$ cat src/include/net_consts.svh
// width, mesh size, vcache geometry and return queue depth constants
`ifndef NET_CONSTS_SVH
`define NET_CONSTS_SVH

// data and endpoint address
`define NET_DATA_W 32
`define NET_ADDR_W 28

// full coordinates are {pod, sub}
`define NET_X_W 7
`define NET_Y_W 7
`define NET_SUBX_W 4
`define NET_SUBY_W 3
`define NET_POD_X_W 3
`define NET_POD_Y_W 4

// tile array inside one pod
`define NET_TILES_X 16
`define NET_TILES_Y 8

`define NET_VC_BLOCK_WORDS 8
`define NET_REG_ID_W 5

`define RET_FIFO_DEPTH 4

`endif

$ cat src/hdl/core_req_pkg.sv
// core side types: remote request, load info and atomic type
`include "net_consts.svh"

package core_req_pkg;

  typedef enum logic [2:0] {
    e_amo_swap = 3'd0,
    e_amo_or   = 3'd1,
    e_amo_add  = 3'd2,
    e_amo_min  = 3'd3,
    e_amo_max  = 3'd4,
    e_amo_minu = 3'd5,
    e_amo_maxu = 3'd6
  } amo_e;

  typedef struct packed {
    logic       icache_fetch;
    logic       float_wb;
    logic       is_unsigned;
    logic [1:0] size;
  } load_info_s;

  typedef struct packed {
    logic                     write_not_read;
    logic                     is_amo_op;
    amo_e                     amo_type;
    logic [3:0]               mask;
    logic [`NET_REG_ID_W-1:0] reg_id;
    load_info_s               load_info;
    logic [31:0]              addr;     // eva
    logic [`NET_DATA_W-1:0]   data;
  } remote_req_s;

endpackage

$ cat src/hdl/net_pkg.sv
// network side types: request packet, op code and return packet
`include "net_consts.svh"

package net_pkg;

  // remote op carried in the request packet
  typedef enum logic [3:0] {
    e_op_load    = 4'd0,
    e_op_store   = 4'd1,
    e_op_amoswap = 4'd2,
    e_op_amoor   = 4'd3,
    e_op_amoadd  = 4'd4,
    e_op_amomin  = 4'd5,
    e_op_amomax  = 4'd6,
    e_op_amominu = 4'd7,
    e_op_amomaxu = 4'd8
  } net_op_e;

  typedef struct packed {
    logic [`NET_DATA_W-1:0]   payload;
    logic [`NET_Y_W-1:0]      src_y;
    logic [`NET_X_W-1:0]      src_x;
    logic [`NET_Y_W-1:0]      y;
    logic [`NET_X_W-1:0]      x;
    net_op_e                  op;
    logic [`NET_REG_ID_W-1:0] reg_id;
    logic [`NET_ADDR_W-1:0]   addr;
  } net_packet_s;

  typedef enum logic [1:0] {
    e_ret_int_wb   = 2'd0,
    e_ret_float_wb = 2'd1,
    e_ret_ifetch   = 2'd2,
    e_ret_credit   = 2'd3
  } net_ret_type_e;

  typedef struct packed {
    logic [`NET_DATA_W-1:0]   data;
    logic [`NET_REG_ID_W-1:0] reg_id;
    net_ret_type_e            pkt_type;
  } net_ret_s;

endpackage

$ cat src/hdl/net_ifs.sv
// remote request and return queue interfaces
`timescale 1ns/100ps

// valid-credit request path from the core
interface remote_req_if;
  logic                      valid;
  core_req_pkg::remote_req_s req;
  logic                      credit;

  modport core (
    output valid,
    output req,
    input  credit
  );

  modport tx (
    input  valid,
    input  req,
    output credit
  );
endinterface

// head of the return queue, yumi pops it
interface return_if;
  logic              v;
  net_pkg::net_ret_s ret;
  logic              full;
  logic              yumi;

  modport queue (
    output v,
    output ret,
    output full,
    input  yumi
  );

  modport tx (
    input  v,
    input  ret,
    input  full,
    output yumi
  );
endinterface

$ cat src/hdl/eva_to_npa.sv
// eva to network physical address translation
`timescale 1ns/100ps
`include "net_consts.svh"

module eva_to_npa (
  input  logic [31:0]               eva_i,
  input  logic [`NET_SUBX_W-1:0]    tgo_x_i,
  input  logic [`NET_SUBY_W-1:0]    tgo_y_i,
  input  logic [`NET_POD_X_W-1:0]   pod_x_i,
  input  logic [`NET_POD_Y_W-1:0]   pod_y_i,
  output logic [`NET_X_W-1:0]       x_o,
  output logic [`NET_Y_W-1:0]       y_o,
  output logic [`NET_ADDR_W-1:0]    epa_o,
  output logic                      invalid_o
);

  localparam int OFS_W = $clog2(`NET_VC_BLOCK_WORDS);
  localparam int COL_W = $clog2(`NET_TILES_X);

  logic [28:0]              word_addr;
  logic [`NET_POD_Y_W-1:0]  north_pod_y;
  logic [`NET_SUBX_W:0]     grp_x;
  logic [`NET_SUBY_W:0]     grp_y;

  assign word_addr   = eva_i[30:2];
  // north vcache row sits one pod row up
  assign north_pod_y = pod_y_i - `NET_POD_Y_W'(1);

  // tile group offsets at eva[24:22] (y) and eva[21:18] (x)
  assign grp_x = {1'b0, tgo_x_i} + {1'b0, eva_i[21:18]};
  assign grp_y = {1'b0, tgo_y_i} + {1'b0, eva_i[24:22]};

  always_comb begin
    x_o       = '0;
    y_o       = '0;
    epa_o     = '0;
    invalid_o = 1'b0;

    if (eva_i[31]) begin
      // dram, blocks striped over the columns
      x_o   = {pod_x_i, word_addr[OFS_W +: COL_W]};
      y_o   = {north_pod_y, `NET_SUBY_W'(0)};
      epa_o = `NET_ADDR_W'({word_addr[28:OFS_W+COL_W], word_addr[OFS_W-1:0]});
    end else if (eva_i[31:30] == 2'b01) begin
      // global
      y_o   = eva_i[29:23];
      x_o   = eva_i[22:16];
      epa_o = `NET_ADDR_W'(eva_i[15:2]);
    end else if (eva_i[31:29] == 3'b001) begin
      x_o   = {pod_x_i, grp_x[`NET_SUBX_W-1:0]};
      y_o   = {pod_y_i, grp_y[`NET_SUBY_W-1:0]};
      epa_o = `NET_ADDR_W'(eva_i[17:2]);
      // group reaches past the tile array
      invalid_o = (grp_x >= `NET_TILES_X) || (grp_y >= `NET_TILES_Y);
    end else begin
      invalid_o = 1'b1;
    end
  end

endmodule

$ cat src/hdl/net_tx.sv
// request packet builder, credit path and response dispatch
`timescale 1ns/100ps
`include "net_consts.svh"

module net_tx (
  input  logic                          clk_i,
  input  logic                          rst_n_i,
  remote_req_if.tx                      req,
  return_if.tx                          ret,
  input  logic [`NET_SUBX_W-1:0]        tgo_x_i,
  input  logic [`NET_SUBY_W-1:0]        tgo_y_i,
  input  logic [`NET_SUBX_W-1:0]        my_x_i,
  input  logic [`NET_SUBY_W-1:0]        my_y_i,
  input  logic [`NET_POD_X_W-1:0]       pod_x_i,
  input  logic [`NET_POD_Y_W-1:0]       pod_y_i,
  input  logic [`NET_POD_X_W-1:0]       cfg_pod_x_i,
  input  logic [`NET_POD_Y_W-1:0]       cfg_pod_y_i,
  input  logic                          out_credit_i,
  output net_pkg::net_packet_s          out_packet_o,
  output logic                          out_v_o,
  output logic                          invalid_eva_o,
  output logic                          ifetch_v_o,
  output logic [`NET_DATA_W-1:0]        ifetch_instr_o,
  output logic                          int_resp_v_o,
  output logic [`NET_REG_ID_W-1:0]      int_resp_rd_o,
  output logic [`NET_DATA_W-1:0]        int_resp_data_o,
  output logic                          int_resp_force_o,
  input  logic                          int_resp_yumi_i,
  output logic                          float_resp_v_o,
  output logic [`NET_REG_ID_W-1:0]      float_resp_rd_o,
  output logic [`NET_DATA_W-1:0]        float_resp_data_o,
  output logic                          float_resp_force_o,
  input  logic                          float_resp_yumi_i
);

  localparam int INFO_W = $bits(core_req_pkg::load_info_s);

  logic [`NET_X_W-1:0]    x_lo;
  logic [`NET_Y_W-1:0]    y_lo;
  logic [`NET_ADDR_W-1:0] epa_lo;
  logic                   invalid_lo;
  logic                   is_fetch;

  // icache fetches ignore pod rehoming
  assign is_fetch = req.req.load_info.icache_fetch;

  eva_to_npa u_eva_to_npa (
    .eva_i     (req.req.addr),
    .tgo_x_i   (tgo_x_i),
    .tgo_y_i   (tgo_y_i),
    .pod_x_i   (is_fetch ? pod_x_i : cfg_pod_x_i),
    .pod_y_i   (is_fetch ? pod_y_i : cfg_pod_y_i),
    .x_o       (x_lo),
    .y_o       (y_lo),
    .epa_o     (epa_lo),
    .invalid_o (invalid_lo)
  );

  always_comb begin
    if (req.req.write_not_read || req.req.is_amo_op) begin
      out_packet_o.payload = req.req.data;
    end else begin
      out_packet_o.payload = {{(`NET_DATA_W-INFO_W){1'b0}}, req.req.load_info};
    end

    // stores carry the byte mask in reg_id
    if (req.req.write_not_read) begin
      out_packet_o.reg_id = {{(`NET_REG_ID_W-4){1'b0}}, req.req.mask};
    end else begin
      out_packet_o.reg_id = req.req.reg_id;
    end

    out_packet_o.src_y = {pod_y_i, my_y_i};
    out_packet_o.src_x = {pod_x_i, my_x_i};
    out_packet_o.y     = y_lo;
    out_packet_o.x     = x_lo;
    out_packet_o.addr  = epa_lo;

    if (req.req.is_amo_op) begin
      case (req.req.amo_type)
        core_req_pkg::e_amo_or:   out_packet_o.op = net_pkg::e_op_amoor;
        core_req_pkg::e_amo_add:  out_packet_o.op = net_pkg::e_op_amoadd;
        core_req_pkg::e_amo_min:  out_packet_o.op = net_pkg::e_op_amomin;
        core_req_pkg::e_amo_max:  out_packet_o.op = net_pkg::e_op_amomax;
        core_req_pkg::e_amo_minu: out_packet_o.op = net_pkg::e_op_amominu;
        core_req_pkg::e_amo_maxu: out_packet_o.op = net_pkg::e_op_amomaxu;
        default:                  out_packet_o.op = net_pkg::e_op_amoswap;
      endcase
    end else if (req.req.write_not_read) begin
      out_packet_o.op = net_pkg::e_op_store;
    end else begin
      out_packet_o.op = net_pkg::e_op_load;
    end
  end

  assign out_v_o       = req.valid & ~invalid_lo;
  assign invalid_eva_o = req.valid & invalid_lo;
  assign req.credit    = out_credit_i;

  // head fields go to every port, valids select one
  assign ifetch_instr_o    = ret.ret.data;
  assign int_resp_data_o   = ret.ret.data;
  assign int_resp_rd_o     = ret.ret.reg_id;
  assign float_resp_data_o = ret.ret.data;
  assign float_resp_rd_o   = ret.ret.reg_id;

  always_comb begin
    ifetch_v_o         = 1'b0;
    int_resp_v_o       = 1'b0;
    int_resp_force_o   = 1'b0;
    float_resp_v_o     = 1'b0;
    float_resp_force_o = 1'b0;

    case (ret.ret.pkt_type)
      net_pkg::e_ret_ifetch: begin
        ifetch_v_o = ret.v;
        ret.yumi   = ret.v;
      end
      net_pkg::e_ret_float_wb: begin
        float_resp_v_o     = ret.v;
        float_resp_force_o = ret.full;
        ret.yumi           = float_resp_yumi_i | ret.full;
      end
      default: begin
        int_resp_v_o     = ret.v;
        int_resp_force_o = ret.full;
        ret.yumi         = int_resp_yumi_i | ret.full;
      end
    endcase
  end

  // credits are consumed before the queue
  a_no_credit_pkt: assert property (@(posedge clk_i) disable iff (!rst_n_i)
    ret.v |-> ret.ret.pkt_type != net_pkg::e_ret_credit);

endmodule

$ cat src/hdl/return_fifo.sv
// return packet queue, valid/ready in and yumi out
`timescale 1ns/100ps
`include "net_consts.svh"

module return_fifo (
  input  logic              clk_i,
  input  logic              rst_n_i,
  input  logic              in_v_i,
  input  net_pkg::net_ret_s in_ret_i,
  output logic              in_ready_o,
  return_if.queue           q
);

  localparam int DEPTH = `RET_FIFO_DEPTH;
  localparam int PTR_W = $clog2(DEPTH);
  localparam int CNT_W = $clog2(DEPTH + 1);

  net_pkg::net_ret_s mem [DEPTH];
  logic [PTR_W-1:0]  wr_ptr;
  logic [PTR_W-1:0]  rd_ptr;
  logic [CNT_W-1:0]  count;
  logic              push;
  logic              pop;

  assign q.full     = (count == CNT_W'(DEPTH));
  assign q.v        = (count != '0);
  assign q.ret      = mem[rd_ptr];
  assign in_ready_o = ~q.full;

  assign push = in_v_i & in_ready_o;
  assign pop  = q.yumi;

  always_ff @(posedge clk_i) begin
    if (push) begin
      mem[wr_ptr] <= in_ret_i;
    end
  end

  always_ff @(posedge clk_i) begin
    if (!rst_n_i) begin
      wr_ptr <= '0;
      rd_ptr <= '0;
      count  <= '0;
    end else begin
      if (push) begin
        wr_ptr <= (wr_ptr == PTR_W'(DEPTH - 1)) ? '0 : wr_ptr + 1'b1;
      end
      if (pop) begin
        rd_ptr <= (rd_ptr == PTR_W'(DEPTH - 1)) ? '0 : rd_ptr + 1'b1;
      end
      // simultaneous push and pop keep the count
      if (push && !pop) begin
        count <= count + 1'b1;
      end else if (pop && !push) begin
        count <= count - 1'b1;
      end
    end
  end

  a_yumi_needs_v: assert property (@(posedge clk_i) disable iff (!rst_n_i)
    q.yumi |-> q.v);

endmodule

$ cat src/hdl/tile_net_endpoint.sv
// tile network endpoint top, return queue plus request/response logic
`timescale 1ns/100ps
`include "net_consts.svh"

module tile_net_endpoint (
  input  logic                          clk_i,
  input  logic                          rst_n_i,
  input  core_req_pkg::remote_req_s     remote_req_i,
  input  logic                          remote_req_v_i,
  output logic                          remote_req_credit_o,
  input  logic                          ret_v_i,
  input  net_pkg::net_ret_s             ret_i,
  output logic                          ret_ready_o,
  input  logic [`NET_SUBX_W-1:0]        tgo_x_i,
  input  logic [`NET_SUBY_W-1:0]        tgo_y_i,
  input  logic [`NET_SUBX_W-1:0]        my_x_i,
  input  logic [`NET_SUBY_W-1:0]        my_y_i,
  input  logic [`NET_POD_X_W-1:0]       pod_x_i,
  input  logic [`NET_POD_Y_W-1:0]       pod_y_i,
  input  logic [`NET_POD_X_W-1:0]       cfg_pod_x_i,
  input  logic [`NET_POD_Y_W-1:0]       cfg_pod_y_i,
  input  logic                          out_credit_i,
  output net_pkg::net_packet_s          out_packet_o,
  output logic                          out_v_o,
  output logic                          invalid_eva_o,
  output logic                          ifetch_v_o,
  output logic [`NET_DATA_W-1:0]        ifetch_instr_o,
  output logic                          int_resp_v_o,
  output logic [`NET_REG_ID_W-1:0]      int_resp_rd_o,
  output logic [`NET_DATA_W-1:0]        int_resp_data_o,
  output logic                          int_resp_force_o,
  input  logic                          int_resp_yumi_i,
  output logic                          float_resp_v_o,
  output logic [`NET_REG_ID_W-1:0]      float_resp_rd_o,
  output logic [`NET_DATA_W-1:0]        float_resp_data_o,
  output logic                          float_resp_force_o,
  input  logic                          float_resp_yumi_i
);

  remote_req_if req_bus ();
  return_if     ret_bus ();

  // core side of the request bus
  assign req_bus.valid        = remote_req_v_i;
  assign req_bus.req          = remote_req_i;
  assign remote_req_credit_o  = req_bus.credit;

  return_fifo u_return_fifo (
    .clk_i      (clk_i),
    .rst_n_i    (rst_n_i),
    .in_v_i     (ret_v_i),
    .in_ret_i   (ret_i),
    .in_ready_o (ret_ready_o),
    .q          (ret_bus.queue)
  );

  net_tx u_net_tx (
    .clk_i              (clk_i),
    .rst_n_i            (rst_n_i),
    .req                (req_bus.tx),
    .ret                (ret_bus.tx),
    .tgo_x_i            (tgo_x_i),
    .tgo_y_i            (tgo_y_i),
    .my_x_i             (my_x_i),
    .my_y_i             (my_y_i),
    .pod_x_i            (pod_x_i),
    .pod_y_i            (pod_y_i),
    .cfg_pod_x_i        (cfg_pod_x_i),
    .cfg_pod_y_i        (cfg_pod_y_i),
    .out_credit_i       (out_credit_i),
    .out_packet_o       (out_packet_o),
    .out_v_o            (out_v_o),
    .invalid_eva_o      (invalid_eva_o),
    .ifetch_v_o         (ifetch_v_o),
    .ifetch_instr_o     (ifetch_instr_o),
    .int_resp_v_o       (int_resp_v_o),
    .int_resp_rd_o      (int_resp_rd_o),
    .int_resp_data_o    (int_resp_data_o),
    .int_resp_force_o   (int_resp_force_o),
    .int_resp_yumi_i    (int_resp_yumi_i),
    .float_resp_v_o     (float_resp_v_o),
    .float_resp_rd_o    (float_resp_rd_o),
    .float_resp_data_o  (float_resp_data_o),
    .float_resp_force_o (float_resp_force_o),
    .float_resp_yumi_i  (float_resp_yumi_i)
  );

endmodule

$ cat config.mk
export PLATFORM = sky130hd
export DESIGN_NAME = tile_net_endpoint
export DESIGN_NICKNAME = d
export VERILOG_FILES = /design/src/hdl/core_req_pkg.sv /design/src/hdl/net_pkg.sv /design/src/hdl/net_ifs.sv /design/src/hdl/eva_to_npa.sv /design/src/hdl/net_tx.sv /design/src/hdl/return_fifo.sv /design/src/hdl/tile_net_endpoint.sv
export VERILOG_INCLUDE_DIRS = /design/src /design/src/include
export SDC_FILE = /design/constraint.sdc
export NUM_CORES = 1
export LEC_CHECK = 0
export ABC_AREA = 0
export BUFFER_PORTS_ARGS = -buffer_cell sky130_fd_sc_hd__buf_2
export CAP_MARGIN = 25
export CELL_PAD_IN_SITES_DETAIL_PLACEMENT = 1
export CELL_PAD_IN_SITES_GLOBAL_PLACEMENT = 2
export CORE_UTILIZATION = 34
export CTS_BUF_LIST = sky130_fd_sc_hd__clkbuf_8
export CTS_CLUSTER_SIZE = 10
export DETAILED_ROUTE_END_ITERATION = 8
export MAX_ROUTING_LAYER = met4
export PLACE_DENSITY_LB_ADDON = 0.08
export REMOVE_ABC_BUFFERS = 1
export SKIP_CTS_REPAIR_TIMING = 1
export SYNTH_ARGS = -nofsm -noshare
export SYNTH_HDL_FRONTEND = slang
export SYNTH_HIERARCHICAL = 1
export SYNTH_SLANG_ARGS = --single-unit
$ cat constraint.sdc
create_clock -name clk_i -period 5.05 [get_ports clk_i]
set_clock_uncertainty 0.2 [all_clocks]
set_input_delay 1.01 -clock clk_i [delete_from_list [all_inputs] [get_ports clk_i]]
set_output_delay 1.01 -clock clk_i [all_outputs]
set_load 0.05 [all_outputs]
==> reports/metrics.cfg <==
[outcome]
status=finished clean

[global_route]
grt.met3_usage_pct=3.54
grt_pass1_wl_mm=31.5
grtUsageTotal_pct=17.1
use_met1_pct=17.9
globalRouteOverflowTotal=0
antenna_found_initial=1
busiest_layer=met2
met2_usage_pct=32.4
grt_start_max_net_pins=44
grt_pass1_vias=5343

[sta]
hold_viol=0
tns_ps=0
post-route-min-period_ps=4120
timing.hold.ws_ps=307
worst_slew_pin_slew_ps=881
final_max_slew_viol_count=0
rsz0062_at_grt=no
setup_violations=0
slew_headroom_pct=41.2
fmax_mhz=243
timing.final.crit_share_pct=81.5

[finish]
seq_area_sq_mm=0.00487
drive_gt1_share_pct=55.9
area_growth_pct=18.3
num-nets-final=971
postLayoutCoreUtil_pct=40.9
filler_cell_count=2594
layout_common_cells=buf_2 (347), edfxtp_1 (156), mux4_2 (39), nor2b_1 (35)
multiInputGateArea_sq_mm=0.00243
final_common_cell=buf_2
final_cells=1133

[worst_hold_path]
min_path_cells=2
min_path_type=reg2reg

[clock_tree]
h-tree-depth=4
cts_made_buffers=17
clk_pin_slew_ps=90
clock_sinks=165
cts_tree=yes
cts_buffer_depth=2
ctsRootBufferMaster=clkbuf_8
insertion_delay_ps=440

[logic_synthesis]
ys_ff_latch=165
synth-edff-count=156
post_synth_num_cell_types=49
async_reset_ff_share_pct=0
syn_inst=567
ys.flop_type=edfxtp_1
synth_area_sq_mm=0.00841
yosysSeqAreaShare_pct=57.8
synth_warnings=6
syn_area_per_cell_sq_um=14.8

[die]
start_util_pct=34.6
core.rowCount=57
die-area_sq_mm=0.0254
die_x_um=159
num_io_pins=369
core_sq_mm=0.0243
fp.dieH_um=159

[drt]
vias=5216
wl_mm=21.2
ant_nets=0
drc_errors=0
dr.pass1.iters=4
drt-initial-drc-count=232
wl_per_cell_um=18.7
detail_route.vias_per_cell=4.60

[critical_path]
crit_chain=buf_2 > ha_1 > inv_1 > fa_1 > nor2b_1 > o21ai_0 > a311oi_1 > and2_1 > buf_2
path_common_cell=buf_2
cp-end-kind=output pin
worst-path-buf-inv=3
worstPathMaxFanout=3
cpPeakStageDelay_ps=430
crit_type=in2out
reg2reg_depth=12
start_kind=input pin
cp_slowest_cell=a311oi_1
cp_data_required_time_ps=3840
crit_family=adder cells
cp.depth=9
arrival_ps=2910

[pwr]
p_sw_share_pct=51.5
leakage_nw=4.13
power_frac_seq_pct=29.6
p_switching_mw=3.05
pwr-share-clk_pct=16.2
intPower_mw=2.88
total_power_mw=5.93
share_comb_of_total_power_pct=54.2
p_per_area_mw_per_mm2=595
peakVddDrop_mv=0.363

[place]
gp_congestion=0.882
dpl.hpwl_mm=15.8
io_buffers=347
placed_cells_incl_taps=1099

[job]
cap_violations=0

[worst min-delay path: cells and delay by family (launching register included)]
family,cells,cell delay (ps)
simple gates,1,60
flops,1,350
mux,1,60
[per-layer routing]
metal,share of wire [%],wire length [um],vias up
met2,56,11900,192
li1,-,-,2405
met3,4.6,964,15
met1,38,8050,2604
met5,0,0,-
met4,1.1,225,0
[area by class of cell]
class	instances	area share (%)
clock buffers	17	2.35
flip-flops and latches	165	48.9
inverters	15	0.566
clock inverters	15	1.70
diodes	2	0.0503
well taps	324	4.07
multi-input cells	241	24.4
repair buffers	354	18.0
[sequential cells by signal, indices dropped and copies added (netlist names), named ones only]
name / cells
u_return_fifo/mem: 156
u_return_fifo/count: 3
u_return_fifo/wr_ptr: 2
u_return_fifo/rd_ptr: 2
[cells by family after synthesis]
family | Yosys count | share of synthesized area [%]
other cells | 1 | 0.0446
buf+inv | 163 | 13.4
fa+ha+maj | 20 | 3.24
simple gates | 107 | 7.43
xor+xnor | 5 | 0.521
flops | 165 | 57.8
compound gates | 35 | 2.90
mux | 71 | 14.6
[cell usage after synthesis (all sizes together), types with 3 or more instances]
master / instances / area [sq um]
nand2: 13 / 48.8
and2b: 7 / 52.6
xnor2: 3 / 26.3
a22oi: 4 / 30.0
nor2: 18 / 75.1
edfxtp: 156 / 4680
fa: 3 / 60.1
mux2: 16 / 191
nor3: 3 / 15.0
a221oi: 3 / 26.3
mux4: 39 / 878
and2: 17 / 109
mux2i: 16 / 160
a21oi: 6 / 30.0
nor2b: 35 / 219
inv: 15 / 56.3
dfxtp: 9 / 180
ha: 17 / 213
clkbuf: 6 / 23.8
a22o: 3 / 26.3
o21ai: 8 / 40.0
and3: 5 / 36.3
buf: 142 / 1050
[per-stage QoR]
stage / setup WS [ps] / area [sq um]
finish: 934 / 9960
global route: 822 / 9950
CTS: 919 / 9950
detailed placement: 929 / 9550
global placement: 981 / 9550
floorplan: 497 / 7350
[power groups by stage]
stage | registers, mW | logic (mW) | clock network, mW
2_1_floorplan | 1.79 | 2.46 | 0
4_1_cts | 1.77 | 3.26 | 0.994
3_3_place_gp | 1.78 | 3.24 | 0
6_report | 1.76 | 3.21 | 0.960
3_5_place_dp | 1.80 | 3.25 | 0
5_1_grt | 1.78 | 3.35 | 1.05
[path summary, 6_finish.rpt]
path                                         startpoint                       to  slack, ps
worst max-delay path                   remote_req_i[50]            invalid_eva_o        930
worst min register to register  u_return_fifo/wr_ptr[1]  u_return_fifo/wr_ptr[1]        310
worst max register to register                flip-flop   u_return_fifo/count[2]       1510
worst min-delay path            u_return_fifo/wr_ptr[1]  u_return_fifo/wr_ptr[1]        310
Note: power is estimated with default switching activity, not from simulation.
